--- src/design/cpuPkg.sv ---
package cpuPkg;

	localparam int dataWidth = 32;
	localparam int addrWidth = 9; // 512-word memory
	localparam int regCount = 16;
	localparam int regSelWidth = 4;

	typedef enum logic [4:0] {
		opLd = 5'd0,
		opSt = 5'd2,
		opAdd = 5'd3,
		opSub = 5'd4,
		opAnd = 5'd5,
		opOr = 5'd6,
		opAddi = 5'd12,
		opHalt = 5'd28
	} opcodeT;

	typedef enum logic [2:0] {
		aluAdd,
		aluSub,
		aluAnd,
		aluOr,
		aluPassB
	} aluOpT;

	typedef union packed {
		struct packed {
			opcodeT opcode;
			logic [regSelWidth-1:0] ra;
			logic [regSelWidth-1:0] rb;
			logic [regSelWidth-1:0] rc;
			logic [14:0] unused;
		} rFormat;
		struct packed {
			opcodeT opcode;
			logic [regSelWidth-1:0] ra;
			logic [regSelWidth-1:0] rb;
			logic [18:0] c; // Sign-extended constant
		} iFormat;
	} instrWord;

	localparam logic [4:0] regCtrl = 5'h00;
	localparam logic [4:0] regStatus = 5'h04;
	localparam logic [4:0] regStartPc = 5'h08;
	localparam logic [4:0] regMemAddr = 5'h0C;
	localparam logic [4:0] regMemData = 5'h10;
	localparam logic [4:0] regRegSel = 5'h14;
	localparam logic [4:0] regRegData = 5'h18;

endpackage

--- src/design/registerFile.sv ---
`timescale 1ns/100ps

module registerFile (
	input logic Clock,
	input logic rst,
	input logic regIn,
	input logic baOut,
	input logic [cpuPkg::regSelWidth-1:0] writeSel,
	input logic [cpuPkg::regSelWidth-1:0] readSel,
	input logic [cpuPkg::regSelWidth-1:0] hostSel,
	input logic [cpuPkg::dataWidth-1:0] busIn,
	output logic [cpuPkg::dataWidth-1:0] readData,
	output logic [cpuPkg::dataWidth-1:0] hostData
);
	logic [cpuPkg::dataWidth-1:0] regs [cpuPkg::regCount];

	always_ff @(posedge Clock) begin
		if (rst) begin
			for (int i = 0; i < cpuPkg::regCount; i++) begin
				regs[i] <= '0;
			end
		end else if (regIn) begin
			regs[writeSel] <= busIn;
		end
	end

	always_comb begin
		if (baOut && readSel == '0) begin
			readData = '0; // Base addressing sees R0 as zero
		end else begin
			readData = regs[readSel];
		end
	end

	assign hostData = regs[hostSel];

endmodule

--- src/design/aluUnit.sv ---
`timescale 1ns/100ps

module aluUnit (
	input cpuPkg::aluOpT op,
	input logic [cpuPkg::dataWidth-1:0] a,
	input logic [cpuPkg::dataWidth-1:0] b,
	output logic [cpuPkg::dataWidth-1:0] result
);

	always_comb begin
		case (op)
			cpuPkg::aluAdd: result = a + b;
			cpuPkg::aluSub: result = a - b; // Y minus the bus
			cpuPkg::aluAnd: result = a & b;
			cpuPkg::aluOr: result = a | b;
			cpuPkg::aluPassB: result = b;
			default: result = b;
		endcase
	end

endmodule

--- src/design/busDatapath.sv ---
`timescale 1ns/100ps

module busDatapath (
	input logic Clock,
	input logic rst,
	input logic pcIn, irIn, marIn, mdrIn, yIn, zIn,
	input logic pcOut, mdrOut, zOut, cOut, regOut,
	input logic regIn, gra, grb, grc, baOut,
	input logic memRead, memWrite, incPc,
	input cpuPkg::aluOpT aluOp,
	input logic startLoad,
	input logic [cpuPkg::addrWidth-1:0] startPc,
	input logic [cpuPkg::dataWidth-1:0] memData,
	input logic [cpuPkg::regSelWidth-1:0] regSel,
	output logic [cpuPkg::addrWidth-1:0] memAddr,
	output logic [cpuPkg::dataWidth-1:0] mdrValue,
	output logic [cpuPkg::dataWidth-1:0] regData,
	output cpuPkg::instrWord ir
);
	logic [cpuPkg::addrWidth-1:0] pc;
	logic [cpuPkg::addrWidth-1:0] mar;
	logic [cpuPkg::dataWidth-1:0] mdr;
	logic [cpuPkg::dataWidth-1:0] mdrNext;
	logic [cpuPkg::dataWidth-1:0] y;
	logic [cpuPkg::dataWidth-1:0] z;
	logic [cpuPkg::dataWidth-1:0] bus;
	logic [cpuPkg::dataWidth-1:0] aluA;
	logic [cpuPkg::dataWidth-1:0] aluResult;
	logic [cpuPkg::dataWidth-1:0] regRead;
	logic [cpuPkg::dataWidth-1:0] cValue;
	logic [cpuPkg::regSelWidth-1:0] regNum;

	always_comb begin
		if (gra) regNum = ir.rFormat.ra;
		else if (grb) regNum = ir.rFormat.rb;
		else if (grc) regNum = ir.rFormat.rc;
		else regNum = '0;
	end

	assign cValue = $signed(ir.iFormat.c);

	// The sequencer raises at most one source per cycle
	always_comb begin
		bus = '0;
		if (pcOut) bus[cpuPkg::addrWidth-1:0] = pc;
		else if (mdrOut) bus = mdr;
		else if (zOut) bus = z;
		else if (cOut) bus = cValue;
		else if (regOut) bus = regRead;
	end

	assign aluA = incPc ? 1 : y; // Fetch adds one to PC
	assign mdrNext = memRead ? memData : bus;
	assign mdrValue = (memWrite && mdrIn) ? mdrNext : mdr; // St writes the word MDR takes
	assign memAddr = mar;

	always_ff @(posedge Clock) begin
		if (rst) begin
			pc <= '0;
		end else if (startLoad) begin
			pc <= startPc;
		end else if (pcIn) begin
			pc <= bus[cpuPkg::addrWidth-1:0];
		end
	end

	always_ff @(posedge Clock) begin
		if (marIn) mar <= bus[cpuPkg::addrWidth-1:0];
		if (mdrIn) mdr <= mdrNext;
		if (irIn) ir <= bus;
		if (yIn) y <= bus;
		if (zIn) z <= aluResult;
	end

	registerFile u_regs (
		.Clock(Clock),
		.rst(rst),
		.regIn(regIn),
		.baOut(baOut),
		.writeSel(regNum),
		.readSel(regNum),
		.hostSel(regSel),
		.busIn(bus),
		.readData(regRead),
		.hostData(regData)
	);

	aluUnit u_alu (
		.op(aluOp),
		.a(aluA),
		.b(bus),
		.result(aluResult)
	);

endmodule

--- config.mk ---
export PLATFORM = sky130hd
export DESIGN_NAME = busDatapath
export DESIGN_NICKNAME = d
export VERILOG_FILES = /design/src/design/cpuPkg.sv /design/src/design/registerFile.sv /design/src/design/aluUnit.sv /design/src/design/busDatapath.sv
export SDC_FILE = /design/constraint.sdc
export NUM_CORES = 1
export LEC_CHECK = 0
export BUFFER_PORTS_ARGS = -buffer_cell sky130_fd_sc_hd__buf_2
export CAP_MARGIN = 20
export CORE_MARGIN = 2
export CORE_UTILIZATION = 40
export DETAILED_ROUTE_END_ITERATION = 8
export PLACE_DENSITY = 0.66
export SYNTH_ARGS = -nofsm -noshare
export SYNTH_HDL_FRONTEND = slang
export SYNTH_SLANG_ARGS = --single-unit
--- constraint.sdc ---
create_clock -name Clock -period 10.04 [get_ports Clock]
set_input_delay 0 -clock Clock [delete_from_list [all_inputs] [get_ports Clock]]
set_output_delay 0 -clock Clock [all_outputs]
set_load 0.05 [all_outputs]
* Word level (Yosys, flattened, before mapping)
Memory sizes are Yosys's and may differ from the RTL's. Index checks and enable logic that the tools add are counted.
Storage, ports and cells: register bits 146, bits in writable memories 512, bits of input ports 70, logic and storage cells 44, memories kept 1
Memory list:
- u_regs.regs | depth 16, width 32, read ports 2, clocked after Yosys merged registers in 0, write ports 16, line registerFile.sv:15 | logic [cpuPkg::dataWidth-1:0] regs [cpuPkg::regCount];
Cells by class: $add $sub $neg 2, equality and inequality tests 3, multiplexer cells 24, bitwise gates (word level) 2, reductions and logical operators 6
Operators with widths (count):
- $mux W32 | 9
- $pmux W32 S4 | 1
- $add A32 B32 Y32 | 1
- $and A32 B32 Y32 | 1
- $or A32 B32 Y32 | 1
- $reduce_or A32 Y1 | 1
- $sub A32 B32 Y32 | 1
- $mux W9 | 3
- $mux W23 | 1
- $mux W4 | 4
- $eq A3 B2 Y1 const B | 2
- $mux W1 | 6
- $logic_not A4 Y1 | 1
- $eq A3 B1 Y1 const B | 1
- $logic_not A3 Y1 | 1
- $logic_and A1 B1 Y1 | 2
- $reduce_bool A2 Y1 | 1

* Longest topological paths before layout
depth in word-level cells 13, gate-level depth with buffers 36, depth with buffers taken out 27

* Modules after synthesis
From an unflattened synthesis, not the netlist that was laid out.
Second synthesis, totals: cells, all modules 2778, area total of the unflattened synthesis 36691.4 µm²
By module, submodules not included:
- registerFile | times used 1, cells an instance 1725, area each 26753.2 µm²
- busDatapath | times used 1, cells an instance 537, area each 6688.9 µm²
- aluUnit | times used 1, cells an instance 516, area each 3249.4 µm²

* Worst setup path before layout
No wires, ideal clock.
kind register to register, start point reg ir[24] (netlist bit), end point reg z[31] (netlist bit) (data pin), arrival time 6.665 ns, data required time 9.778 ns, path slack 3.113 ns, stages on the path, launching flop included 36, path buffers 10, path through edfxtp_1 -> and2b_1 -> buf_4 -> a21oi_4 -> buf_6 -> buf_6 -> buf_6 -> buf_6 -> buf_6 -> mux2i_1 -> a221oi_1 -> nor3_1 -> nor4_1 -> o21ai_0 -> and2_1 -> clkbuf_1 -> buf_1 -> ha_1 -> clkbuf_1 -> and4_1 -> buf_2 -> nor2_1 -> xnor2_1 -> ha_1 -> a21o_1 -> a21o_1 -> a21o_1 -> a21o_1 -> a21oi_1 -> a31oi_1 -> a21oi_1 -> o2111ai_1 -> a2111o_1 -> a21o_1 -> o2111ai_1 -> nor2_1
On the way: longest elaborated chain between the ends 11, elaborated cells between the ends (all ways) 16
Ends and longest elaborated chain:
- start, declared | line busDatapath.sv:18 | output cpuPkg::instrWord ir
- start signal, assigned | line busDatapath.sv:70 | if (irIn) ir <= bus;
- $mux W4 (*) | line busDatapath.sv:34 | if (gra) regNum = ir.rFormat.ra;
- branches (longest 2 deep; another with $mem_v2 Z16 W32)
- $mux W32 (*) | line registerFile.sv:28 | if (baOut && readSel == '0) begin
- $mux W32 (*) | line busDatapath.sv:49 | else if (regOut) bus = regRead;
- $mux W32 (*) | line busDatapath.sv:48 | else if (cOut) bus = cValue;
- $mux W32 (*) | line busDatapath.sv:47 | else if (zOut) bus = z;
- $mux W32 (*) | line busDatapath.sv:46 | else if (mdrOut) bus = mdr;
- $mux W9 / $mux W23 (equally long branches) | line busDatapath.sv:45 | if (pcOut) bus[cpuPkg::addrWidth-1:0] = pc;
- $sub A32 B32 Y32, or another cell as far along | line aluUnit.sv:13 | cpuPkg::aluSub: result = a - b;
- $pmux W32 S4 (*) | line aluUnit.sv:11 | case (op)
- named net aluResult, one bit | line busDatapath.sv:28 | logic [cpuPkg::dataWidth-1:0] aluResult;
- end signal, assigned | line busDatapath.sv:72 | if (zIn) z <= aluResult;
- end, declared | line busDatapath.sv:25 | logic [cpuPkg::dataWidth-1:0] z;
Mark *: on every way through the listed nets, which the timed path passes. A chain may end at the register's enable or synchronous reset.

* Worst setup path in the final report
start point reg ir[25] (netlist bit), end point reg z[31] (netlist bit) (data pin)
On the way: longest elaborated chain between the ends 11, elaborated cells between the ends (all ways) 16
Ends and longest elaborated chain:
- $mux W4 (*) | line busDatapath.sv:34
- branches (longest 2 deep; another with $mem_v2 Z16 W32)
- $mux W32 (*) | line registerFile.sv:28
- $mux W32 (*) | line busDatapath.sv:49
- $mux W32 (*) | line busDatapath.sv:48
- $mux W32 (*) | line busDatapath.sv:47
- $mux W32 (*) | line busDatapath.sv:46
- $mux W9 (*) | line busDatapath.sv:45
- named net bus, one bit | line busDatapath.sv:26 | logic [cpuPkg::dataWidth-1:0] bus;
- $sub A32 B32 Y32 / $add A32 B32 Y32 (equally long branches) | line aluUnit.sv:13, aluUnit.sv:12
- $pmux W32 S4 (*) | line aluUnit.sv:11
- named net aluResult, one bit | line busDatapath.sv:28
Marks and branches as above.

==> metrics.yaml <==
sta:
  slew_viol_final: 0
  hold_ws_ns: 0.0381
  fin_tns_setup_ns: 0
  rsz0062_at_grt: "no"
  slew_headroom_pct: 19.2
  setup_viol: 0
  fin_crit_sh_pct: 83.6
  finalHoldViolations: 0
  period_minus_slack_ns: 8.40
  tightest_slew_ns: 1.21
  setup_ws_ns: 1.64
  skew_ns: 0.0222
  fmax_ghz: 0.119
placed_design:
  pre_cts_slack_ns: 1.87
  hpwl_um: 84000
  place_congestion: 0.954
  portBuffers: 174
synth:
  synth_top_cell_by_area: "edfxtp_1"
  synth_top_family_by_area: "multiplexers"
  yosysWarnings: 0
  syn_avg_cell_area_um2: 11.7
  ys.flop_type: "edfxtp_1"
  synthAdderAreaFrac_pct: 1.22
  synthTopCellsByArea: "edfxtp_1 (54%), mux4_2 (11%), nor2_1 (6.2%)"
  synth.distinct_cells: 93
  synthCells: 3115
  synth_compound_area_share_pct: 9.64
  ys_seq_area_share_pct: 54.0
  synth_top_area_share_pct: 53.5
  syn_area_mm2: 0.0364
  muxShareOfSynthArea_pct: 15.8
  yosys.area_share.simple_pct: 14.1
  synth-xor-area-share_pct: 1.25
  async_flop_share_pct: 0
  synth_edf_count: 649
  syn-num-nets: 3220
  synth-seq-cells: 658
setup_path:
  worstPathRequired_ns: 10.42
  startpoint_type: "register"
  critPathKind: "register to register"
  crit_fanout: 22
  critical_path.endpoint_type: "register"
  cp.arrival_ns: 8.77
  r2r_slack_ns: 1.64
clocking:
  tritoncts: "built"
  cts.sinks: 658
  clkTransAtPathRegs_ns: 0.06
  post_cts_buffers: 0
  htree_levels: 3
  clkLatencyLatePin_ns: 0.64
  clockBufferDepth: 3
  cts_made_buffers: 71
  clock-root-buffer: "clkbuf_16"
routing:
  antenna_left: 0
  wl_um: 139000
  drt_iter0_markers: 5124
  drt_pass1_iterations: 8
  drc: 0
  wl_per_cell_um: 31.0
  viasPerCell: 6.50
  vias: 29102
power:
  p_leak_uw: 0.0151
  power.total_uw: 7520
  p_per_area_mw_per_mm2: 182
  ir_worst_vdd_mv: 0.132
status:
  status: "finished, final reports clean"
run:
  drv_cap: 0
cells_and_area:
  area_growth_pct: 13.6
  nNetsFinal: 3349
  fin_util_pct: 45.9
  drive_gt1_share_pct: 21.2
global_route:
  grt_pass1_vias: 27934
  grt_pass1_wl_um: 198000
  antenna_found_initial: 8
  grt_overflow_total: 0
  grt_start_max_net_pins: 80
  grt_util_all_layers_pct: 29.2
floorplan:
  die_h_um: 306
  ios: 175
  core_mm2: 0.0901
  die_area_mm2: 0.0935
  initial_core_util_pct: 40.4
  rows: 110
  dieWidth_um: 306
worst_hold_path:
  min_path_type: "input pin to register"
## report_power, final
| group | total, uW | internal [uW] | switching (uW) |
|---|---|---|---|
| combinational | 1500 | 473 | 1030 |
| sequential | 3260 | 3180 | 82.8 |
| clock | 2750 | 1600 | 1160 |
## stage by stage
| stage | instance area, um^2 | instances |
|---|---|---|
| 2_1_floorplan | 36400 | 3115 |
| 6_report | 41400 | 4476 |
| 5_1_grt | 41400 | 4474 |
| 3_3_place_gp | 38400 | 4285 |
| 4_1_cts | 41400 | 4474 |
| 3_5_place_dp | 38400 | 4286 |
## worst max-delay path, stage by stage (launching register included)
cell       delay, ns
edfxtp_1        0.63
nor2b_1         0.33
a21oi_4         0.09
o41ai_4         0.59
or2_0           0.84
nor4_1          0.21
o21ai_0         0.25
and2_1          0.67
inv_1           0.21
nor2_1          0.60
a41oi_1         0.22
xnor2_1         0.18
ha_1            0.25
or2_2           0.32
o311ai_0        0.77
a211oi_1        0.27
o21ai_0         0.36
a31oi_1         0.20
a21oi_1         0.27
o2111ai_1       0.18
a2111o_1        0.39
a21o_1          0.16
o2111ai_1       0.09
nor2_1          0.07
## layout by cell type, fill, tap and decap left out, types with 59 or more instances in the layout
cell / synthesis / layout
a21oi_1: 126 / 125
buf_2: 36 / 172
buf_4: 9 / 91
clkbuf_16: 0 / 75
dlygate4sd3_1: 0 / 61
edfxtp_1: 649 / 649
mux2_2: 59 / 59
mux2i_1: 104 / 104
mux4_2: 179 / 179
nand2_1: 322 / 305
nand3_1: 86 / 86
nor2_1: 601 / 600
o21ai_0: 77 / 75
## what timing repair did
action	CTS	global route
hold buffers	61	0
hold endpoints to repair	60	0
gates resized for setup	0	0
## flip-flops by register name, indices dropped and copies added (netlist names)
register / flops
ir: 32
mdr: 32
memAddr: 9
pc: 9
u_regs.regs: 512
y: 32
z: 32
## cells in the mapped netlist, types with 15 or more instances
library cell and n:
edfxtp_1 649, nor2_1 601, nand2_1 322, mux4_2 179
clkbuf_1 174, a21oi_1 126, mux2i_1 104, nand3_1 86
o21ai_0 77, mux2_2 59, inv_1 52, xnor2_1 48
nor2b_1 43, buf_2 36, ha_1 34, a22oi_1 31
a211oi_1 30, buf_1 30, nor3_1 29, a31oi_1 27
a21o_1 26, nand2b_1 24, buf_6 21, nand4_1 21
o22ai_1 21, a2bb2oi_1 16, a221oi_1 15
## final cells by class
type / count / area, um^2
fill: 7980 / 48800
sequential: 658 / 19700
multi-input combinational: 2129 / 15400
timing repair buffer: 327 / 2200
clock buffer: 88 / 1970
tap: 1176 / 1470
clock inverter: 39 / 407
inverter: 57 / 214
antenna: 2 / 5.00
## cell families (layout without fill, tap and decap cells)
logic type | count (synthesis) | count (layout)
AOI/OAI and AO/OA | 506 | 506
xor gates and xnor gates | 52 | 52
adders and majority gates | 35 | 35
buffers and inverters | 328 | 511
DFF | 658 | 658
muxes | 342 | 342
other | 0 | 2
and+or+nand+nor | 1194 | 1194
## per-layer routing
metal	wire length [um]	global-route usage (%)
met2	60400	43.7
met4	7850	14.5
met1	50200	38.7
met5	61	0
met3	20200	8.49
## final timing paths
check                           startpoint     to  cells after the start
worst max-delay path                ir[25]  z[31]                     23
worst min-delay path                   zIn   z[6]                      1
worst max register to register      ir[25]  z[31]                     23
worst min register to register     mdr[30]  y[30]                      2
(Power assumes the default switching activity.)
