===== src/design/cpuPkg.sv =====
package cpuPkg;

	localparam int dataWidth = 32;
	localparam int addrWidth = 9; // 512-word memory
	localparam int regCount = 16;
	localparam int regSelWidth = 4;

	typedef enum logic [4:0] {
		opLd = 5'd0,
		opSt = 5'd2,
		opAdd = 5'd3,
		opSub = 5'd4,
		opAnd = 5'd5,
		opOr = 5'd6,
		opAddi = 5'd12,
		opHalt = 5'd28
	} opcodeT;

	typedef enum logic [2:0] {
		aluAdd,
		aluSub,
		aluAnd,
		aluOr,
		aluPassB
	} aluOpT;

	typedef union packed {
		struct packed {
			opcodeT opcode;
			logic [regSelWidth-1:0] ra;
			logic [regSelWidth-1:0] rb;
			logic [regSelWidth-1:0] rc;
			logic [14:0] unused;
		} rFormat;
		struct packed {
			opcodeT opcode;
			logic [regSelWidth-1:0] ra;
			logic [regSelWidth-1:0] rb;
			logic [18:0] c; // Sign-extended constant
		} iFormat;
	} instrWord;

	localparam logic [4:0] regCtrl = 5'h00;
	localparam logic [4:0] regStatus = 5'h04;
	localparam logic [4:0] regStartPc = 5'h08;
	localparam logic [4:0] regMemAddr = 5'h0C;
	localparam logic [4:0] regMemData = 5'h10;
	localparam logic [4:0] regRegSel = 5'h14;
	localparam logic [4:0] regRegData = 5'h18;

endpackage


===== src/design/hostRegs.sv =====
`timescale 1ns/100ps

module hostRegs (
	input logic Clock,
	input logic rst,
	input logic psel,
	input logic penable,
	input logic pwrite,
	input logic [4:0] paddr,
	input logic [cpuPkg::dataWidth-1:0] pwdata,
	output logic [cpuPkg::dataWidth-1:0] prdata,
	output logic pready,
	output logic pslverr,
	input logic busy,
	input logic halted,
	output logic start,
	output logic [cpuPkg::addrWidth-1:0] startPc,
	output logic [cpuPkg::addrWidth-1:0] memAddr,
	output logic memWrite,
	output logic [cpuPkg::dataWidth-1:0] memWdata,
	input logic [cpuPkg::dataWidth-1:0] memRdata,
	output logic [cpuPkg::regSelWidth-1:0] regSel,
	input logic [cpuPkg::dataWidth-1:0] regData
);
	logic access;
	logic known;
	logic window;
	logic writeOk;

	assign access = psel && penable;
	assign window = paddr == cpuPkg::regMemData || paddr == cpuPkg::regRegData;
	assign pslverr = access && (!known || (window && busy));
	assign writeOk = access && pwrite && !pslverr;
	assign pready = 1'b1;
	assign memWrite = writeOk && paddr == cpuPkg::regMemData;
	assign memWdata = pwdata;

	always_comb begin
		known = 1'b1;
		prdata = '0;
		case (paddr)
			cpuPkg::regCtrl: prdata = '0; // Start bit is write only
			cpuPkg::regStatus: prdata[1:0] = {halted, busy};
			cpuPkg::regStartPc: prdata[cpuPkg::addrWidth-1:0] = startPc;
			cpuPkg::regMemAddr: prdata[cpuPkg::addrWidth-1:0] = memAddr;
			cpuPkg::regMemData: prdata = memRdata;
			cpuPkg::regRegSel: prdata[cpuPkg::regSelWidth-1:0] = regSel;
			cpuPkg::regRegData: prdata = regData;
			default: known = 1'b0;
		endcase
	end

	always_ff @(posedge Clock) begin
		if (rst) begin
			start <= 1'b0;
			startPc <= '0;
			memAddr <= '0;
			regSel <= '0;
		end else begin
			start <= writeOk && paddr == cpuPkg::regCtrl && pwdata[0];
			if (writeOk) begin
				case (paddr)
					cpuPkg::regStartPc: startPc <= pwdata[cpuPkg::addrWidth-1:0];
					cpuPkg::regMemAddr: memAddr <= pwdata[cpuPkg::addrWidth-1:0];
					cpuPkg::regMemData: memAddr <= memAddr + 1'b1; // Burst loads walk forward
					cpuPkg::regRegSel: regSel <= pwdata[cpuPkg::regSelWidth-1:0];
					default: ;
				endcase
			end
		end
	end

endmodule


===== config.mk =====
export PLATFORM = sky130hd
export DESIGN_NAME = hostRegs
export DESIGN_NICKNAME = d
export VERILOG_FILES = /design/src/design/cpuPkg.sv /design/src/design/hostRegs.sv
export SDC_FILE = /design/constraint.sdc
export NUM_CORES = 1
export LEC_CHECK = 0
export ABC_CLOCK_PERIOD_IN_PS = 4320
export CAP_MARGIN = 10
export CORE_AREA = 2 2 77 79
export CTS_BUF_LIST = sky130_fd_sc_hd__clkbuf_8
export DETAILED_ROUTE_END_ITERATION = 8
export DIE_AREA = 0 0 79 81
export DONT_BUFFER_PORTS = 1
export HOLD_SLACK_MARGIN = 0.12
export SLEW_MARGIN = 20
export SYNTH_ARGS = -nofsm -noshare
export SYNTH_HDL_FRONTEND = slang
export SYNTH_SLANG_ARGS = --single-unit

===== constraint.sdc =====
create_clock -name Clock -period 4.32 [get_ports Clock]
set_input_delay 0.216 -clock Clock [delete_from_list [all_inputs] [get_ports Clock]]
set_output_delay 0.216 -clock Clock [all_outputs]
set_load 0.05 [all_outputs]

# After elaboration in Yosys (flattened, before gate mapping)
# Cells that the tools add are included.
dict set report word_totals {
  regBits 23
  in_bits 108
  out_inout_bits 90
  wordCells 35
}
dict set report op_classes {
  n_addsub 1
  n_eq_ne 6
  muxes 6
  n_reduce_logical 18
}
# op count
set ops {}
lappend ops {{$pmux W23 S2} 1}
lappend ops {{$pmux W5 S4} 1}
lappend ops {{$pmux W9 S2} 1}
lappend ops {{$eq A5 B5 Y1 const B} 3}
lappend ops {{$pmux W2 S6} 1}
lappend ops {{$eq A5 B4 Y1 const B} 2}
lappend ops {{$pmux W2 S5} 1}
lappend ops {{$add A9 B1 Y9 const B} 1}
lappend ops {{$logic_and A1 B1 Y1} 8}
lappend ops {{$reduce_or A7 Y1} 1}
lappend ops {{$reduce_and A2 Y1} 3}
lappend ops {{$eq A5 B3 Y1 const B} 1}
lappend ops {{$logic_not A5 Y1} 1}
lappend ops {{$logic_not A1 Y1} 2}
lappend ops {{$logic_or A1 B1 Y1} 2}
lappend ops {{$reduce_bool A2 Y1} 1}
lappend ops {{$mux W1} 1}

# Depth between registers and ports, before layout
# Gate-level depths: netlist of run 1.
dict set report depth {
  word_depth 10
  depth_mapped 8
  mapped_depth_nobuf 5
}

# Least setup slack after synthesis of run 1
# No wires, ideal clock.
dict set report synth_timing {
  kind {input -> output}
  start {input port paddr[3]}
  end {output port memWrite}
  arrival_time_ns 1.832
  slack_ns 2.272
  stages 5
  path_cell_list {buf_2 -> mux2_4 -> a211o_1 -> buf_2 -> nor2_1}
}
dict set report synth_between {
  elab_chain_cells 9
  word_cells_on_any_way 17
}
# item line_no
set synth_lines {}
lappend synth_lines {{from (decl)} hostRegs.sv:9} ;# input logic [4:0] paddr,
lappend synth_lines {{$eq A5 B5 Y1 (tied with other cells)} {hostRegs.sv:31, hostRegs.sv:41}}
lappend synth_lines {{$reduce_or A7 Y1 (no source line)} n/a}
lappend synth_lines {{$mux W1} hostRegs.sv:41} ;# case (paddr)
lappend synth_lines {{$logic_not A1 Y1} hostRegs.sv:32} ;# assign pslverr = access && (!known || (window && busy));
lappend synth_lines {{$logic_or A1 B1 Y1} hostRegs.sv:32}
lappend synth_lines {{$logic_and A1 B1 Y1} hostRegs.sv:32}
lappend synth_lines {{$logic_not A1 Y1} hostRegs.sv:33} ;# assign writeOk = access && pwrite && !pslverr;
lappend synth_lines {{$logic_and A1 B1 Y1} hostRegs.sv:33}
lappend synth_lines {{$logic_and A1 B1 Y1 *} hostRegs.sv:35} ;# assign memWrite = writeOk && paddr == cpuPkg::regMemData;
lappend synth_lines {{to (decl)} hostRegs.sv:19} ;# output logic memWrite,
# Mark *: on every way between the ends. The rest lies on a longest branch, timed or not.

# Final worst setup path of run 1
dict set report layout_timing {
  start {input port paddr[1]}
  end {output port prdata[3] in the netlist's numbering}
}
dict set report layout_between {
  elab_chain_cells 2
  word_cells_on_any_way 6
}
# item line_no
set layout_lines {}
lappend layout_lines {{$eq A5 B5 Y1 or $eq A5 B4 Y1 (tied branches)} hostRegs.sv:41}
lappend layout_lines {{$pmux W2 S5 *} hostRegs.sv:41}
lappend layout_lines {{to (decl)} hostRegs.sv:11} ;# output logic [cpuPkg::dataWidth-1:0] prdata,
# Marked as above.

==> results of run 1 <==
[placed cells by master, fill, tap and decap left out, types with 3 or more instances in the layout]
master,n
a22oi_1,18
o32ai_1,6
inv_1,4
a21oi_1,9
o31a_1,3
nor2_1,14
o21ai_0,8
dlygate4sd3_1,10
nand2_1,18
clkbuf_8,3
nand3_1,12
or2_2,3
a22o_1,23
nor3_1,3
dfxtp_1,23
mux2i_1,9
a211oi_1,6
[area by class of cell]
cell class / instances / share of cell area
sequential: 23 / 0.241
multi-input combinational: 169 / 0.621
clock buffer: 3 / 0.0216
clock inverter: 1 / 0.00197
timing repair buffer: 11 / 0.0564
tap: 75 / 0.0491
inverter: 3 / 0.00590
antenna: 2 / 0.00262
[metal layers]
metal	GRT usage	vias to the layer above	wire, µm
met1	0.221	868	2360
met3	0.0989	8	1010
met5	0	-	11
met4	0.0483	2	73
li1	-	835	-
met2	0.351	124	3600
[power by group through the flow]
stage | clock [mW] | sequential [mW] | combinational, mW
6_report | 0.133 | 0.214 | 0.0747
3_3_place_gp | 0 | 0.219 | 0.0622
3_5_place_dp | 0 | 0.219 | 0.0623
4_1_cts | 0.135 | 0.214 | 0.0741
5_1_grt | 0.145 | 0.214 | 0.0794
2_1_floorplan | 0 | 0.218 | 0.145
[final timing paths]
kind | startpoint | to | slack [ns] | cells past startpoint
worst max-delay path | paddr[1] | prdata[3] | 1.76 | 4
worst min-delay path | pwdata[0] | memAddr[0]$_SDFFE_PP0P_ | 0.13 | 2
worst max register to register | memAddr[1]$_SDFFE_PP0P_ | memAddr[6]$_SDFFE_PP0P_ | 2.26 | 5
worst min register to register | memAddr[8]$_SDFFE_PP0P_ | memAddr[8]$_SDFFE_PP0P_ | 0.76 | 2
[per-stage QoR]
step / total power, mW / std cells
detailed placement: 0.281 / 271
global placement: 0.281 / 271
floorplan: 0.363 / 246
CTS: 0.423 / 285
finish: 0.421 / 287
global route: 0.438 / 285
[kinds of logic (layout without fill, tap and decap cells)]
group                    count (synthesis)  after routing
AND/OR/NAND/NOR                         73             73
buffers and inverters                   54             18
multiplexers                            10             10
other                                    1              3
AO/OA/AOI/OAI                           84             84
flip-flops                              23             23
adder cells (fa/ha/maj)                  1              1
[sequential cells by signal (all words and copies together) (netlist names)]
register  flops
start         1
memAddr       9
startPc       9
regSel        4
[worst register-to-register path: cells and delay by family, from the launching register on]
family	cells	cell delay (ns)
AOI/OAI and AO/OA	2	0.45
adders and majority gates	1	0.30
DFF	1	0.82
and+or+nand+nor	2	0.35
[Yosys cell counts, types with 8 or more instances]
cell type | n | area (µm²)
a21oi_1 | 9 | 45.0
a22oi_1 | 18 | 135
dfxtp_1 | 23 | 460
nand3_1 | 12 | 60.1
buf_4 | 37 | 278
a22o_1 | 23 | 201
mux2i_1 | 9 | 90.1
buf_2 | 8 | 40.0
o21ai_0 | 8 | 40.0
nand2_1 | 18 | 67.6
nor2_1 | 15 | 56.3
==> run metrics, run 1 <==
status=completed; htree depth=1; post-CTS setup buffers=0; # resized after CTS=0; top cell family by delay on the critical path=simple AND/OR/NAND/NOR gates; Core Util, Final=0.336; WP data required=4.10 ns; max_slew headroom=0.382; cell count after synthesis=246; PwrDens=221 nW/µm²; via count of the first global-routing pass=1651; CTS tree=built; grt ovf=0; clk sinks=23; min Tclk post-route=2.56 ns; Worst Hold Class=primary input to register; Place WS=1.69 ns; setup ws final=1.76 ns; worst skew pair latency=0.26 ns; hpwl dp=5350 µm; Synth Area in Simple Gates=0.196; GPL Wtd Cong=0.887; main combinational cell family by area after synthesis=compound AO/OA/AOI/OAI gates; Seq pwr share=0.507; RSZ-0062 raised after global routing=false; Distinct cells, synth=47; Total GRT Usage=0.201; io pins=198; DR WL/cell=24.6 µm; clock transition at the registers of the reported paths=0.08 ns; core area=5680 µm²; crit path cell chain=or3b_1, nor2_4, a22oi_1, nand3_1; # rows=28; Clock Path Buffers=2; Fin. Hold Viols=0; initial antenna violation count=3; Fillers=594; worst clock skew=0.00171 ns; worst path bufs/invs=0; final antenna-violating net count=0; Initial Utilization=0.352; final hold slack=0.127 ns; DRT Pass-1 Iters=4; switching part of the total=0.296; Main synth FF type=dfxtp_1; Net Sw Power=0.125 mW; die height=81 µm; PortBufs=0; number of synthesized register bits=23; Worst Path Arrival=2.35 ns; multiplexer area fraction after synthesis=0.0526; setup TNS=0 ns; syn_area_per_cell=8.13 µm²; mapped cell area=2000 µm²; post-route cell area=1910 µm²; max-cap violations=0; routed wire length=7050 µm; Worst-Margin Slew=0.924 ns; Hold Buf Count CTS=10; vias per cell=6.40; CTS root buffer=clkbuf_8; Syn Nets=355; combinational share of power=0.177; kind of critical path=primary input to output pin; number of synthesized flops with an enable pin=0; startpoint types=primary input; critical path's slowest cell=nor2_4; register area=460 µm²; Final Cycle Share=0.594; CP max FO=39; DRT iter0 DRCs=103; DR vias=1837; residual DRC count=0; TritonCTS Buffers=3; nets@finish=320; LEAKAGE=0.575 nW; maximum clock rate=0.390 GHz; P_int=0.297 mW; Max VDD drop=0.132 mV; Layout area overhead=-4.51%; Max Slew Vio Count=0; Chip Width=79 µm; Synth Area in XOR/XNOR=0; synthesized-area fraction occupied by adder cells=0.00626; Seq/Total Area, Yosys=0.230; kind of end point of the critical path=output pin; Synth Warn #=0; area occupied by multi-input gates=1190 µm²; Compound-Gate Fraction of Synth Area=0.329; ys async rst share=0; clock network power share=0.316; setup violators final=0; share of cells above drive strength 1=0.0810; CP max stage delay=0.78 ns; die footprint=6400 µm²; first-pass GRT wire length=9830 µm; DP Area=1750 µm²; largest net degree at the start of global routing=40
Note: power is estimated with default switching activity, not from simulation.
==> run 2: changes to the inputs <==
- ABC_CLOCK_PERIOD_IN_PS: 4320 -> 2600
- clock period: 4.32 -> 2.6 ns (I/O delays scaled with it)
==> run 2 against run 1 <==
- sequential cell count unchanged
- clock power increased by 65%
- sequential share of layout area decreased by 1.8 points
- non-clock buffer count increased by 18
- final area increased by 7.9%
- highest routed layer is now met4
- clock-buffer cell count unchanged
- largest cell class unchanged
- critical path depth unchanged
==> run metrics, run 2 (synthesized netlist as in run 1, its figures left out) <==
status=completed (unchanged); crit path cell chain=or3b_1, nor2_4, buf_4, a22o_1 (was or3b_1, nor2_4, a22oi_1, nand3_1); Place WS=0.631 ns (was 1.69 ns); CP max stage delay=0.60 ns (was 0.78 ns); CP max FO=13 (was 39); clk sinks=23 (unchanged); worst clock skew=0.00146 ns (was 0.00171 ns); setup violators final=0 (unchanged); setup ws final=0.634 ns (was 1.76 ns); residual DRC count=0 (unchanged); Fillers=588 (was 594); nets@finish=338 (was 320); initial antenna violation count=2 (was 3); core area=5680 µm² (unchanged); worst reg2reg endpoint=memAddr[7]$_SDFFE_PP0P_ (was memAddr[6]$_SDFFE_PP0P_); register area=460 µm² (unchanged); final antenna-violating net count=0 (unchanged); CP startpoint=paddr[1] (unchanged); reg-to-reg slack, setup=0.71 ns (was 2.26 ns); share of cells above drive strength 1=0.140 (was 0.0810); Max VDD drop=0.145 mV (was 0.132 mV); area occupied by multi-input gates=1180 µm² (was 1190 µm²); critical path's slowest cell=or3b_1 (was nor2_4); Chip Width=79 µm (unchanged); top cell family by delay on the critical path=simple AND/OR/NAND/NOR gates (unchanged); CTS tree=built (unchanged); r2r startpoint=memAddr[4]$_SDFFE_PP0P_ (was memAddr[1]$_SDFFE_PP0P_); startpoint types=primary input (unchanged); maximum clock rate=0.509 GHz; Layout area overhead=3.00% (was -4.51%); max-cap violations=0 (unchanged); TritonCTS Buffers=3 (unchanged); Fin. Hold Viols=0 (unchanged); # resized after CTS=0 (unchanged); LEAKAGE=0.671 nW (was 0.575 nW); PwrDens=342 nW/µm² (was 221 nW/µm²); htree depth=1 (unchanged); Final Cycle Share=0.756; worst skew pair latency=0.26 ns (about the same); PnR Total Power=0.705 mW (was 0.421 mW); kind of critical path=primary input to output pin (unchanged); Worst Path Arrival=1.84 ns (was 2.35 ns); Initial Utilization=0.352 (unchanged); DR vias=1908 (was 1837); Hold Buf Count CTS=13 (was 10); met1 Use GR=0.236 (was 0.221); routed wire length=7100 µm (was 7050 µm); Setup crit end=prdata[20] (was prdata[3]); DR WL/cell=23.3 µm (was 24.6 µm); commonest non-fill, non-tap cells in the layout=a22o_1 (23), dfxtp_1 (23), nand2_1 (18), a22oi_1 (18), buf_4 (15) (was a22o_1 (23), dfxtp_1 (23), nand2_1 (18), a22oi_1 (18), nor2_1 (14)); hold-critical path depth=3 (was 2); hpwl dp=5520 µm (was 5350 µm); grt ovf=0 (unchanged); CTS root buffer=clkbuf_8 (unchanged); Worst Hold Class=primary input to register (unchanged); kind of end point of the critical path=output pin (unchanged); WP data required=2.47 ns (was 4.10 ns); biggest regs=memAddr: 9 flops, startPc: 9 flops, regSel: 4 flops (unchanged); io pins=198 (unchanged); Total GRT Usage=0.203 (was 0.201); # rows=28 (unchanged); DRT Pass-1 Iters=4 (unchanged); min Tclk post-route=1.97 ns; RSZ-0062 raised after global routing=false (unchanged); die footprint=6400 µm² (unchanged); Max Slew Vio Count=0 (unchanged); PortBufs=0 (unchanged); Worst-Margin Slew=0.876 ns (was 0.924 ns); met2 Track Usage GR=0.364 (was 0.351); die height=81 µm (unchanged); largest net degree at the start of global routing=31 (was 40); first-pass GRT wire length=9980 µm (was 9830 µm); clock transition at the registers of the reported paths=0.08 ns (about the same); WP depth=4 (unchanged); GRT met3 Usage=0.0689 (was 0.0989); setup TNS=0 ns (unchanged); worst r2r path cells=4 (was 5); most used routing layer=met2 (unchanged); via count of the first global-routing pass=1749 (was 1651); worst path bufs/invs=1 (was 0); post-CTS setup buffers=0 (unchanged); GPL Wtd Cong=0.912 (was 0.887); max_slew headroom=0.414 (was 0.382); Clock Path Buffers=2 (unchanged); DRT iter0 DRCs=117 (was 103); vias per cell=6.26 (was 6.40)
[run 2: cell count changes in the layout (fill, tap and decap cells not counted), sizes merged]
| cell | change |
|---|---|
| dlygate4sd3 | +3 |
| buf | +15 |
[run 2: worst reg2reg max path, delay by kind of cell (launching register included)]
kind             cells  cell delay [ns]
AO/OA/AOI/OAI        2             0.52
AND/OR/NAND/NOR      2             0.48
flip-flops           1             0.79
[run 2: final cells by class]
cell class | instances | area share
repair buffers | 29 | 0.128
well taps | 75 | 0.0456
flip-flops and latches | 23 | 0.224
multi-input cells | 169 | 0.574
clock buffers | 3 | 0.0200
diodes | 2 | 0.00243
clock inverters | 1 | 0.00182
inverters | 3 | 0.00547
[run 2: per-stage QoR]
step / cell area, µm² / instances / utilization / hold slack (ns)
floorplan: 2000 / 246 / - / 0.248
global placement: 1880 / 286 / 0.331 / 0.204
detailed placement: 1880 / 286 / 0.331 / 0.206
CTS: 2050 / 303 / 0.362 / 0.130
global route: 2060 / 304 / 0.362 / 0.130
finish: 2060 / 305 / 0.363 / 0.131
[run 2: report_power, final]
part	leakage (nW)	internal (mW)	switching [mW]	total (mW)
clock network	0.0269	0.105	0.113	0.219
registers	0.185	0.352	0.00200	0.354
logic	0.459	0.0401	0.0915	0.132
total	0.671	0.498	0.207	0.705
[run 2: how the worst min path moves through the flow]
stage,start,end,slack (ns)
6_report,paddr[4],regSel[1]$_SDFFE_PP0P_,0.13
5_1_grt,paddr[4],regSel[3]$_SDFFE_PP0P_,0.13
4_1_cts,paddr[4],regSel[1]$_SDFFE_PP0P_,0.13
3_5_place_dp,rst,regSel[0]$_SDFFE_PP0P_,0.21
3_3_place_gp,rst,memAddr[0]$_SDFFE_PP0P_,0.20
2_1_floorplan,rst,memAddr[2]$_SDFFE_PP0P_,0.25
[run 2: routing by layer]
metal,wire length (µm),up-vias
li1,-,869
met1,2630,922
met2,3670,113
met3,749,4
met4,46,0
met5,0,-
