[config.mk]
export PLATFORM = sky130hd
export DESIGN_NAME = controlSequencer
export DESIGN_NICKNAME = d
export VERILOG_FILES = /design/src/design/cpuPkg.sv /design/src/design/controlSequencer.sv
export SDC_FILE = /design/constraint.sdc
export NUM_CORES = 1
export LEC_CHECK = 0
export BUFFER_PORTS_ARGS = -buffer_cell sky130_fd_sc_hd__buf_2
export CAP_MARGIN = 15
export CORE_MARGIN = 2
export CORE_UTILIZATION = 39
export CTS_CLUSTER_SIZE = 24
export DETAILED_ROUTE_END_ITERATION = 6
export GPL_TIMING_DRIVEN = 0
export PLACE_DENSITY_LB_ADDON = 0.08
export RECOVER_POWER = 25
export SLEW_MARGIN = 15
export SYNTH_ARGS = -nofsm -noshare
export SYNTH_HDL_FRONTEND = slang
export SYNTH_SLANG_ARGS = --single-unit
[constraint.sdc]
create_clock -name Clock -period 4.3 [get_ports Clock]
set_input_delay 1.075 -clock Clock [delete_from_list [all_inputs] [get_ports Clock]]
set_output_delay 1.075 -clock Clock [all_outputs]
set_load 0.01 [all_outputs]
[src/design/cpuPkg.sv]
package cpuPkg;

	localparam int dataWidth = 32;
	localparam int addrWidth = 9; // 512-word memory
	localparam int regCount = 16;
	localparam int regSelWidth = 4;

	typedef enum logic [4:0] {
		opLd = 5'd0,
		opSt = 5'd2,
		opAdd = 5'd3,
		opSub = 5'd4,
		opAnd = 5'd5,
		opOr = 5'd6,
		opAddi = 5'd12,
		opHalt = 5'd28
	} opcodeT;

	typedef enum logic [2:0] {
		aluAdd,
		aluSub,
		aluAnd,
		aluOr,
		aluPassB
	} aluOpT;

	typedef union packed {
		struct packed {
			opcodeT opcode;
			logic [regSelWidth-1:0] ra;
			logic [regSelWidth-1:0] rb;
			logic [regSelWidth-1:0] rc;
			logic [14:0] unused;
		} rFormat;
		struct packed {
			opcodeT opcode;
			logic [regSelWidth-1:0] ra;
			logic [regSelWidth-1:0] rb;
			logic [18:0] c; // Sign-extended constant
		} iFormat;
	} instrWord;

	localparam logic [4:0] regCtrl = 5'h00;
	localparam logic [4:0] regStatus = 5'h04;
	localparam logic [4:0] regStartPc = 5'h08;
	localparam logic [4:0] regMemAddr = 5'h0C;
	localparam logic [4:0] regMemData = 5'h10;
	localparam logic [4:0] regRegSel = 5'h14;
	localparam logic [4:0] regRegData = 5'h18;

endpackage

[src/design/controlSequencer.sv]
`timescale 1ns/100ps

module controlSequencer (
	input logic Clock,
	input logic rst,
	input logic start,
	input cpuPkg::instrWord ir,
	output logic pcIn, irIn, marIn, mdrIn, yIn, zIn,
	output logic pcOut, mdrOut, zOut, cOut, regOut,
	output logic regIn, gra, grb, grc, baOut,
	output logic memRead, memWrite, incPc,
	output cpuPkg::aluOpT aluOp,
	output logic busy,
	output logic halted
);
	logic [2:0] tState; // Meaningful only while busy
	logic memOp;
	logic useConst;
	logic lastStep;
	cpuPkg::opcodeT opcode;
	cpuPkg::aluOpT execOp;

	assign opcode = ir.rFormat.opcode;
	assign memOp = opcode inside {cpuPkg::opLd, cpuPkg::opSt};
	assign useConst = memOp || opcode == cpuPkg::opAddi; // The iFormat instructions

	always_comb begin
		case (opcode)
			cpuPkg::opSub: execOp = cpuPkg::aluSub;
			cpuPkg::opAnd: execOp = cpuPkg::aluAnd;
			cpuPkg::opOr: execOp = cpuPkg::aluOr;
			default: execOp = cpuPkg::aluAdd; // Add, addi and the ld/st address sum
		endcase
		case (opcode)
			cpuPkg::opLd: lastStep = tState == 3'd7;
			cpuPkg::opSt: lastStep = tState == 3'd6;
			cpuPkg::opAdd, cpuPkg::opSub, cpuPkg::opAnd, cpuPkg::opOr, cpuPkg::opAddi:
				lastStep = tState == 3'd5;
			default: lastStep = tState == 3'd3; // Unknown opcodes pass as no-ops
		endcase
	end

	always_ff @(posedge Clock) begin
		if (rst) begin
			busy <= 1'b0;
			halted <= 1'b0;
			tState <= '0;
		end else if (!busy) begin
			if (start) begin
				busy <= 1'b1;
				halted <= 1'b0;
				tState <= '0;
			end
		end else if (tState == 3'd3 && opcode == cpuPkg::opHalt) begin
			busy <= 1'b0;
			halted <= 1'b1;
		end else begin
			tState <= lastStep ? 3'd0 : tState + 3'd1;
		end
	end

	always_comb begin
		{pcIn, irIn, marIn, mdrIn, yIn, zIn} = '0;
		{pcOut, mdrOut, zOut, cOut, regOut} = '0;
		{regIn, gra, grb, grc, baOut} = '0;
		{memRead, memWrite, incPc} = '0;
		aluOp = cpuPkg::aluPassB;
		if (busy) begin
			case (tState)
				3'd0: begin
					{pcOut, marIn, incPc, zIn} = '1;
					aluOp = cpuPkg::aluAdd;
				end
				3'd1: {zOut, pcIn, memRead, mdrIn} = '1;
				3'd2: {mdrOut, irIn} = '1;
				3'd3: begin
					if (opcode != cpuPkg::opHalt) begin
						{grb, regOut, yIn} = '1;
						baOut = useConst; // R0 is a zero base for ld, st and addi
					end
				end
				3'd4: begin
					if (useConst) cOut = 1'b1;
					else {grc, regOut} = '1;
					zIn = 1'b1;
					aluOp = execOp;
				end
				3'd5: begin
					zOut = 1'b1;
					if (memOp) marIn = 1'b1;
					else {gra, regIn} = '1;
				end
				3'd6: begin
					mdrIn = 1'b1;
					if (opcode == cpuPkg::opSt) {gra, regOut, memWrite} = '1;
					else memRead = 1'b1;
				end
				3'd7: {mdrOut, gra, regIn} = '1;
			endcase
		end
	end

endmodule

-- Yosys cells after proc, flatten, opt, wreduce, memory -nomap -nowiden
Cells that the tools add are included.
- register bits: 5
- input bits: 35
- output and inout bits: 24
- word-level logic and storage cells: 90
- add/sub/neg operators: 1
- equality and inequality tests: 17
- mux-type cells: 56
- reductions and logical operators: 13
- operators by type and width (operator ; count):
    2-to-1 mux 1 bit ; 43
    equality test 5 x 3 -> 1 bit, second input constant ; 3
    2-to-1 mux 3 bit ; 5
    equality test 3 bit, second input constant ; 4
    equality test 5 x 2 -> 1 bit, second input constant ; 2
    one-hot mux 1 bit (3 select lines) ; 3
    OR reduction 2 bit ; 4
    equality test 3 x 2 -> 1 bit, second input constant ; 2
    one-hot mux 1 bit (2 select lines) ; 3
    one-hot mux 2 bit (3 select lines) ; 1
    one-hot mux 3 bit (2 select lines) ; 1
    equality test 5 x 4 -> 1 bit, second input constant ; 1
    equality test 5 bit, second input constant ; 1
    zero test 5 bit ; 1
    != test 5 bit, second input constant ; 1
    OR reduction 5 bit ; 1
    AND reduction 2 bit ; 2
    nonzero test 2 bit ; 2
    adder 3 x 1 -> 3 bit, second input constant ; 1
    equality test 3 x 1 -> 1 bit, second input constant ; 1
    zero test 3 bit ; 1
    != test 2 x 1 -> 1 bit, second input constant ; 1
    != test 2 bit, second input constant ; 1
    logical AND 1 bit ; 1
    logical OR 1 bit ; 1

-- Depth between registers and ports, before layout
Gate-level depths: netlist of the first run.
- word-level depth: 6
- depth in mapped cells: 7
- depth with buffers taken out: 6

-- Worst setup path before layout of the first run
OpenSTA, ideal clock, no wires.
- path type: input port to output port
- start point: input port ir[27] (netlist bit)
- end point: output port regOut
- arrival: 2144 ps
- required time: 3225 ps
- path slack: 1081 ps
- cell stages on the path: 5
- cell sequence: buf_6 > nor4_2 > nand3_1 > a21boi_1 > o32ai_1
- cells in the longest elaborated chain, start to end: 6
- elaborated cells on any way between the ends: 11
- classes of those cells: 3 x eq/ne; 5 x mux; 3 x reduce/logical
- ends and longest elaborated chain (what ; RTL line ; RTL):
    start: declaration ; controlSequencer.sv:7 ; input cpuPkg::instrWord ir,
    equality test 5 x 2 -> 1 bit / zero test 5 bit (equally long branches) ; controlSequencer.sv:24, controlSequencer.sv:95 ;
    nonzero test 2 bit ; controlSequencer.sv:24 ; assign memOp = opcode inside {cpuPkg::opLd, cpuPkg::opSt};
    logical OR 1 bit ; controlSequencer.sv:25 ; assign useConst = memOp || opcode == cpuPkg::opAddi;
    2-to-1 mux 1 bit ; controlSequencer.sv:83 ; if (useConst) cOut = 1'b1;
    one-hot mux 1 bit (3 select lines) (*) ; controlSequencer.sv:69 ; case (tState)
    2-to-1 mux 1 bit (*) ; controlSequencer.sv:68 ; if (busy) begin
    end: declaration ; controlSequencer.sv:9 ; output logic pcOut, mdrOut, zOut, cOut, regOut,
Every way passes the cells marked *; elsewhere a longest branch is shown, timed or not.

-- Worst setup path in the final report of the first run
- start point: input port ir[31] (netlist bit)
- end point: output port regOut
Same word-level chain as after synthesis.

==> flow_summary.ini, run 1 <==
[detailed_routing]
finalWirelength_mm = 1.57
first_pass_iters = 4
drtAntennaViolNets = 0
drc = 0
drt_iter0_markers = 8
vias_per_cell = 5.18
wl_per_cell_um = 11.5
vias = 709

[setup_path]
start_kind = input port
r2r_setup_slack_ps = 2530
crit_path_max_incr_delay_ps = 410
crit_required_ps = 3220
r2r-start = tState[0]
worstSetupPathType = input port to output pin
cp_num_buf_inv = 2
reg2reg_to = tState[2]
path_cells = buf_2 > nor4_2 > nand3_1 > a21boi_1 > o32ai_1 > buf_2
cpMostUsedCell = buf_2
crit_slowest_cell = nor4_2
rr_worst_depth = 6
cp_max_fo = 8
end_kind = output pin
crit_arrival_ps = 2380
cpLargestDelayFamily = simple AND/OR/NAND/NOR gates

[timing]
grt_setup_unrepaired = no
max_freq_mhz = 289
hold_slack_ps = 478
relSlewSlack_pct = 70.0
skew_ps = 0.202
worstMarginPinSlew_ps = 439
maxSlewViolCount = 0
period_share_pct = 80.5
hold_viol_final = 0
setup_viol = 0
layout_min_cycle_time_ps = 3460
layout_setup_ws_ps = 840
tns_ps = 0

[clock_tree]
cts_buffers = 3
postCtsSetupRepairBufs = 0
clk_transition_reported_paths_ps = 40
htree_levels = 1
root_buffer = clkbuf_4
hold_buffers = 0
clockBufferDepth = 2
cts_resized = 0
clk-insertion-delay-late_ps = 240
cts_tree = yes
cts_sinks = 5

[pwr]
p_comb_share_pct = 30.3
total_power_uw = 147
ir_drop_mv = 0.139
p_leak_nw = 0.397
p_switching_uw = 44.8
powerDensity_nw_per_um2 = 176
power_frac_clock_pct = 35.6
seqPwrFrac_pct = 34.1
p_sw_share_pct = 30.4
internal-power_uw = 103

[floorplan]
pin_count = 59
die_x_um = 44.8
core_um2 = 1540
die_h_um = 44.8
num_rows = 14
fp.dieArea_um2 = 2010
start_util_pct = 42.1

[run_status]
status = finished, final reports clean

[layout]
area_growth_pct = 28.9
nets = 163
layout_common_cells = buf_2, nor2_1, nand2_1, inv_1, ha_1
finalInstanceArea_um2 = 837
num_antenna_cells = 0
layout_commonest_cell = buf_2
layout-drive-gt1-share_pct = 33.1

[placement]
place.gp.congestion = 0.755
dpl-instance-area_um2 = 815
post-place-ws_ps = 870
hpwlAfterDp_mm = 1.30
portBuffers = 29

[hold_path]
min_to = halted
min_path_cells = 2
min_from = halted
hp-class = flip-flop to flip-flop

[synthesis]
yosysWarnings = 0
yosysSeqAreaShare_pct = 15.4
syn_nets = 129
avgSynthCellArea_um2 = 7.38
synth_flop_cell = dfxtp_1
async_flop_share_pct = 0
netlist_area_um2 = 649
synth-edff-count = 0
synth_cell_types = 41
syn-instance-count = 88
synth-seq-cells = 5

[grt]
antenna_found_initial = 0
grt_first_pass_wirelength_mm = 2.69
grt_pass1_vias = 661
grt_usage_pct = 18.1
grt-ovfl-total = 0
grt_max_degree = 11

[run]
max_cap_viol_count = 0
logic make-up after synthesis:
family | after synthesis | share of synthesized area [%]
buffers and inverters | 13 | 10.6
muxes | 1 | 1.54
xor gates and xnor gates | 1 | 1.35
AOI/OAI and AO/OA | 19 | 22.2
and+or+nand+nor | 42 | 35.8
DFF | 5 | 15.4
adders and majority gates | 7 | 13.1
synthesized netlist by cell type (all sizes together) (2+ instances only):
library cell  instances  area share, %
nor2                 10            5.8
inv                   7            4.0
nand2                 7            4.0
ha                    6             12
buf                   5            6.0
dfxtp                 5             15
nand3                 5            3.9
a21oi                 4            3.7
o32ai                 4            5.4
and2                  3            2.9
nand2b                3            2.9
a21boi                2            2.3
nand3b                2            2.3
nor2b                 2            1.9
or2b                  2            2.3
or4                   2            2.9
worst reg2reg max path, stage by stage, from the launching register on:
cell      delay (ps)
dfxtp_1          390
ha_1             230
ha_1             230
nand2_1          120
o32ai_1          430
nand2b_1         130
o32ai_1          140
power groups by stage:
stage                     Sequential (mW)  Clock (mW)  Combinational (mW)
after detailed placement           0.0510           0              0.0453
after global routing               0.0504      0.0609              0.0499
final                              0.0502      0.0525              0.0447
after CTS                          0.0502      0.0563              0.0453
after global placement             0.0511           0              0.0446
after floorplan                    0.0509           0              0.0293
final cells by class:
class | count | area [um2]
timing repair buffer | 29 | 143
tap | 16 | 20.0
buffer | 6 | 41.3
clock buffer | 4 | 26.3
fill | 170 | 704
inverter | 7 | 26.3
multi-input combinational | 70 | 480
sequential | 5 | 100
through the flow:
stage | std cells | util (%)
final | 137 | 54.3
after global routing | 137 | 54.3
after CTS | 137 | 54.5
after detailed placement | 133 | 52.8
after global placement | 133 | 52.8
after floorplan | 88 | -
registers in the layout, summed over array words and instances (netlist names):
register  cells
busy          1
halted        1
tState        3
worst max-delay path by stage:
| stage | start | end | slack [ps] | cells past startpoint |
|---|---|---|---|---|
| CTS | ir[31] | regOut | 870 | 6 |
| global route | ir[31] | regOut | 750 | 6 |
| global placement | ir[31] | regOut | 860 | 6 |
| floorplan | ir[27] | regOut | 1080 | 5 |
| finish | ir[31] | regOut | 840 | 6 |
| detailed placement | ir[31] | regOut | 870 | 6 |
layer usage:
layer / wire (um) / GRT usage [%]
met5: 0 / 0
met4: 20 / 10.6
met3: 45 / 2.40
met2: 817 / 29.6
met1: 688 / 22.9
Note: power is estimated with default switching activity, not from simulation.
==> inputs of run 2 (changes only) <==
ABC_AREA = 1   (was not set)
CORE_UTILIZATION = 33   (was 39)
clock period = 3 ns   (was 4.3 ns; I/O delays follow)
==> flow_summary.ini, run 2 <==
[grt]
antenna_found_initial = 0
grt_max_degree = 11
grt_pass1_vias = 679
grt-ovfl-total = 0
grt_first_pass_wirelength_mm = 2.79
grt_usage_pct = 14.2

[timing]
skew_ps = 2.94
setup_viol = 0
hold_slack_ps = 519
grt_setup_unrepaired = no
max_freq_mhz = 374
relSlewSlack_pct = 69.5
period_share_pct = 89.1
hold_viol_final = 0
maxSlewViolCount = 0
worstMarginPinSlew_ps = 452
tns_ps = 0
layout_min_cycle_time_ps = 2670

[synthesis]
async_flop_share_pct = 0
yosysWarnings = 0
yosysSeqAreaShare_pct = 14.9
synth_flop_cell = dfxtp_1
synth_top_area_share_pct = 14.9
synth-seq-cells = 5
synth_top_cell_by_area = dfxtp_1
syn_nets = 157
synth_cell_types = 21
synthTopCellsByArea = dfxtp_1, nand2_1, nor2_1
netlist_area_um2 = 672
syn-instance-count = 116
synth-edff-count = 0
avgSynthCellArea_um2 = 5.79
synth_common_cells = nand2_1, nor2_1, inv_1

[layout]
layout-drive-gt1-share_pct = 27.2
num_antenna_cells = 0
largest_reg_flops = 3
area_growth_pct = 28.9
final_util_pct = 44.6
layout_common_cells = buf_2, nor2_1, nand2_1, inv_1, a21oi_1
top_regs = tState: 3 flops, busy: 1 flops, halted: 1 flops
instances_no_fill = 178
layout_commonest_cell = buf_2
nets = 193
regMostFlops = tState

[hold_path]
min_to = halted
min_from = halted
min_path_cells = 2
hp-class = flip-flop to flip-flop

[setup_path]
r2r-start = tState[0]
crit_arrival_ps = 1920
end_kind = output pin
worstSetupStartpoint = ir[30]
cp_max_fo = 4
worstSetupPathType = input port to output pin
start_kind = input port
crit_required_ps = 2250
reg2reg_to = tState[0]
r2r_setup_slack_ps = 1060
rr_worst_depth = 8

[floorplan]
die_h_um = 49.1
die_x_um = 49.1
num_rows = 16
fp.dieArea_um2 = 2410
core_um2 = 1940
start_util_pct = 34.6
pin_count = 59

[detailed_routing]
drt_iter0_markers = 20
first_pass_iters = 4
vias = 798
drc = 0
finalWirelength_mm = 1.67
drtAntennaViolNets = 0
vias_per_cell = 4.48
wl_per_cell_um = 9.37

[clock_tree]
htree_levels = 1
cts_buffers = 3
root_buffer = clkbuf_4
cts_resized = 0
cts_sinks = 5
cts_tree = yes
hold_buffers = 0
clk_transition_reported_paths_ps = 40
clockBufferDepth = 2
clk-insertion-delay-late_ps = 240
postCtsSetupRepairBufs = 0

[placement]
hpwlAfterDp_mm = 1.42
place_inst = 174
portBuffers = 31
place.gp.congestion = 0.829

[run]
max_cap_viol_count = 0

[pwr]
ir_drop_mv = 0.209
total_power_uw = 214
powerDensity_nw_per_um2 = 248
p_leak_nw = 0.478

[run_status]
status = finished, final reports clean
[run 2: changes by cell type after synthesis, moves of 5 or more]
| cell | delta |
|---|---|
| a21oi_1 | +6 |
| inv_1 | +13 |
| nand2_1 | +16 |
| nand4_1 | +5 |
| nor2_1 | +13 |
[run 2: worst max path at each step]
stage	endpoint
after detailed placement	regOut
after global placement	regOut
final	regOut
after global routing	regOut
after CTS	regOut
after floorplan	baOut
[run 2: layout make-up]
| type | count | area (um2) |
|---|---|---|
| buffer | 4 | 37.5 |
| clock buffer | 4 | 26.3 |
| fill | 237 | 1080 |
| inverter | 22 | 82.6 |
| multi-input combinational | 85 | 433 |
| sequential | 5 | 100 |
| tap | 27 | 33.8 |
| timing repair buffer | 31 | 153 |
[run 2: report_power, final]
part	switching, mW	internal [mW]	leakage [nW]
logic	0.0419	0.0250	0.422
clock network	0.0249	0.0501	0.0150
registers	0.00305	0.0695	0.0408
total	0.0698	0.145	0.478
[run 2: per-layer routing]
layer  up-vias  wire length [um]  track usage (%)
met2        26               719             23.6
met1       336               851             19.2
met5         -                 0                0
met3         0                97             2.15
li1        436                 -                -
met4         0                 0             2.86
[run 2: critical path: stages]
cell     delay [ps]
buf_2           100
inv_1            90
nand2_1         110
nor2_1          160
nand2_2         100
o21ai_0         120
inv_1           120
nand3_1          80
nand3_1          70
nand3_1          70
inv_1            40
buf_2           130
[run 2: through the flow]
step | setup WS [ps] | instance area [um2]
6_report | 326 | 866
3_5_place_dp | 321 | 861
2_1_floorplan | 674 | 672
3_3_place_gp | 340 | 861
4_1_cts | 318 | 887
5_1_grt | 145 | 866
[run 2: logic make-up after synthesis]
family	synth area share (%)
AO/OA/AOI/OAI	13.2
buffers and inverters	17.9
AND/OR/NAND/NOR	42.8
adder cells (fa/ha/maj)	11.2
flip-flops	14.9
==> inputs of run 3 (changes only) <==
clock period = 2.2 ns   (was 3 ns; I/O delays follow)
==> flow_summary.ini, run 3 (synthesis gave the netlist of run 2 again) <==
[clock_tree]
clockBufferDepth = 2
cts_tree = yes
root_buffer = clkbuf_4
clk-insertion-delay-late_ps = 240
cts_buffers = 3
cts_sinks = 5
htree_levels = 1
clk_transition_reported_paths_ps = 40

[layout]
nets = 194
num_antenna_cells = 0
area_growth_pct = 33.0
regMostFlops = tState
layout_commonest_cell = buf_2
final_util_pct = 46.0
finalInstanceArea_um2 = 893
largest_reg_flops = 3
layout_common_cells = buf_2, nand2_1, nor2_1, inv_1, a21oi_1
layout-drive-gt1-share_pct = 32.9
top_regs = tState: 3 flops, busy: 1 flops, halted: 1 flops

[run]
max_cap_viol_count = 0

[timing]
max_freq_mhz = 470
hold_slack_ps = 508
worstMarginPinSlew_ps = 445
setup_viol = 0
skew_ps = 2.37
period_share_pct = 96.7
layout_min_cycle_time_ps = 2130
grt_setup_unrepaired = yes
maxSlewViolCount = 0
relSlewSlack_pct = 70.0
hold_viol_final = 0

[floorplan]
pin_count = 59
num_rows = 16
die_x_um = 49.1
start_util_pct = 34.6
fp.dieArea_um2 = 2410
die_h_um = 49.1
core_um2 = 1940

[run_status]
status = finished, final reports clean

[detailed_routing]
drt_iter0_markers = 20
drtAntennaViolNets = 0
vias = 797
vias_per_cell = 4.45
first_pass_iters = 4
wl_per_cell_um = 9.40
finalWirelength_mm = 1.68
drc = 0

[setup_path]
worstSetupPathType = input port to output pin
cp_max_fo = 4
reg2reg_to = tState[0]
crit_required_ps = 1650
path_cells = buf_2 > inv_2 > nand2_2 > nor2_2 > nand2_1 > nor2_2 > inv_1 > nand3_1 > nand3_1 > inv_1 > buf_2
start_kind = input port
crit_path_max_incr_delay_ps = 150
rr_worst_depth = 8
r2r_setup_slack_ps = 330
r2r-start = tState[1]
crit_arrival_ps = 1580
end_kind = output pin
crit_slowest_cell = nor2_2

[grt]
grt-ovfl-total = 0
grt_max_degree = 11
antenna_found_initial = 0
grt_pass1_vias = 679
grt_first_pass_wirelength_mm = 2.79
grt_usage_pct = 14.2

[hold_path]
min_to = tState[0]
min_from = tState[0]
hp-class = flip-flop to flip-flop
min_path_cells = 2

[pwr]
ir_drop_mv = 0.289
powerDensity_nw_per_um2 = 332
total_power_uw = 296
p_leak_nw = 0.484

[placement]
dpl-instance-area_um2 = 861
place.gp.congestion = 0.829
portBuffers = 31
hpwlAfterDp_mm = 1.42
==> run 3: worst max path at each step <==
stage / end / startpoint / slack, ps
finish: regOut / ir[30] / 70
global route: regOut / ir[30] / -40
CTS: regOut / ir[30] / 6
detailed placement: regOut / ir[30] / -80
global placement: regOut / ir[30] / -60
floorplan: baOut / ir[30] / 270
==> run 3: critical path, delay by kind of cell <==
| family | cells | cell delay (ps) |
|---|---|---|
| simple gates | 6 | 610 |
| buf+inv | 5 | 420 |
==> run 3: layout make-up <==
cell class / count / area, um2
Fill cell: 241 / 1050
Multi-Input combinational cell: 85 / 452
Timing Repair Buffer: 32 / 160
Sequential cell: 5 / 101
Inverter: 22 / 82.6
Buffer: 4 / 37.5
Tap cell: 27 / 33.8
Clock buffer: 4 / 26.3
==> run 3: through the flow <==
stage / cells / worst slack [ps] / setup TNS [ps]
after floorplan: 116 / 274 / 0
after global placement: 174 / -59.8 / -90.8
after detailed placement: 174 / -79.1 / -98.5
after CTS: 178 / 5.55 / 0
after global routing: 179 / -36.9 / -51.7
final: 179 / 72.3 / 0
==> run 3: report_power, final <==
group	internal, mW	switching, mW	total, mW	leakage (nW)
logic	0.0352	0.0590	0.0942	0.428
registers	0.0951	0.00411	0.0992	0.0411
clock network	0.0684	0.0345	0.103	0.0150
==> run 3: metal layers <==
| metal | vias to the layer above | wire length, um | track usage (%) |
|---|---|---|---|
| li1 | 438 | - | - |
| met1 | 331 | 846 | 19.2 |
| met2 | 28 | 734 | 23.6 |
| met3 | 0 | 101 | 2.15 |
| met4 | 0 | 0 | 2.86 |
| met5 | - | 0 | 0 |
==> run 3: what timing repair did <==
| action | 4_1_cts | 5_1_grt |
|---|---|---|
| pin swaps | 0 | 1 |
| buffers inserted | 0 | 1 |
| gates resized for setup | 3 | 8 |
| hold buffers | 0 | 0 |
| setup endpoints to repair | 2 | 5 |
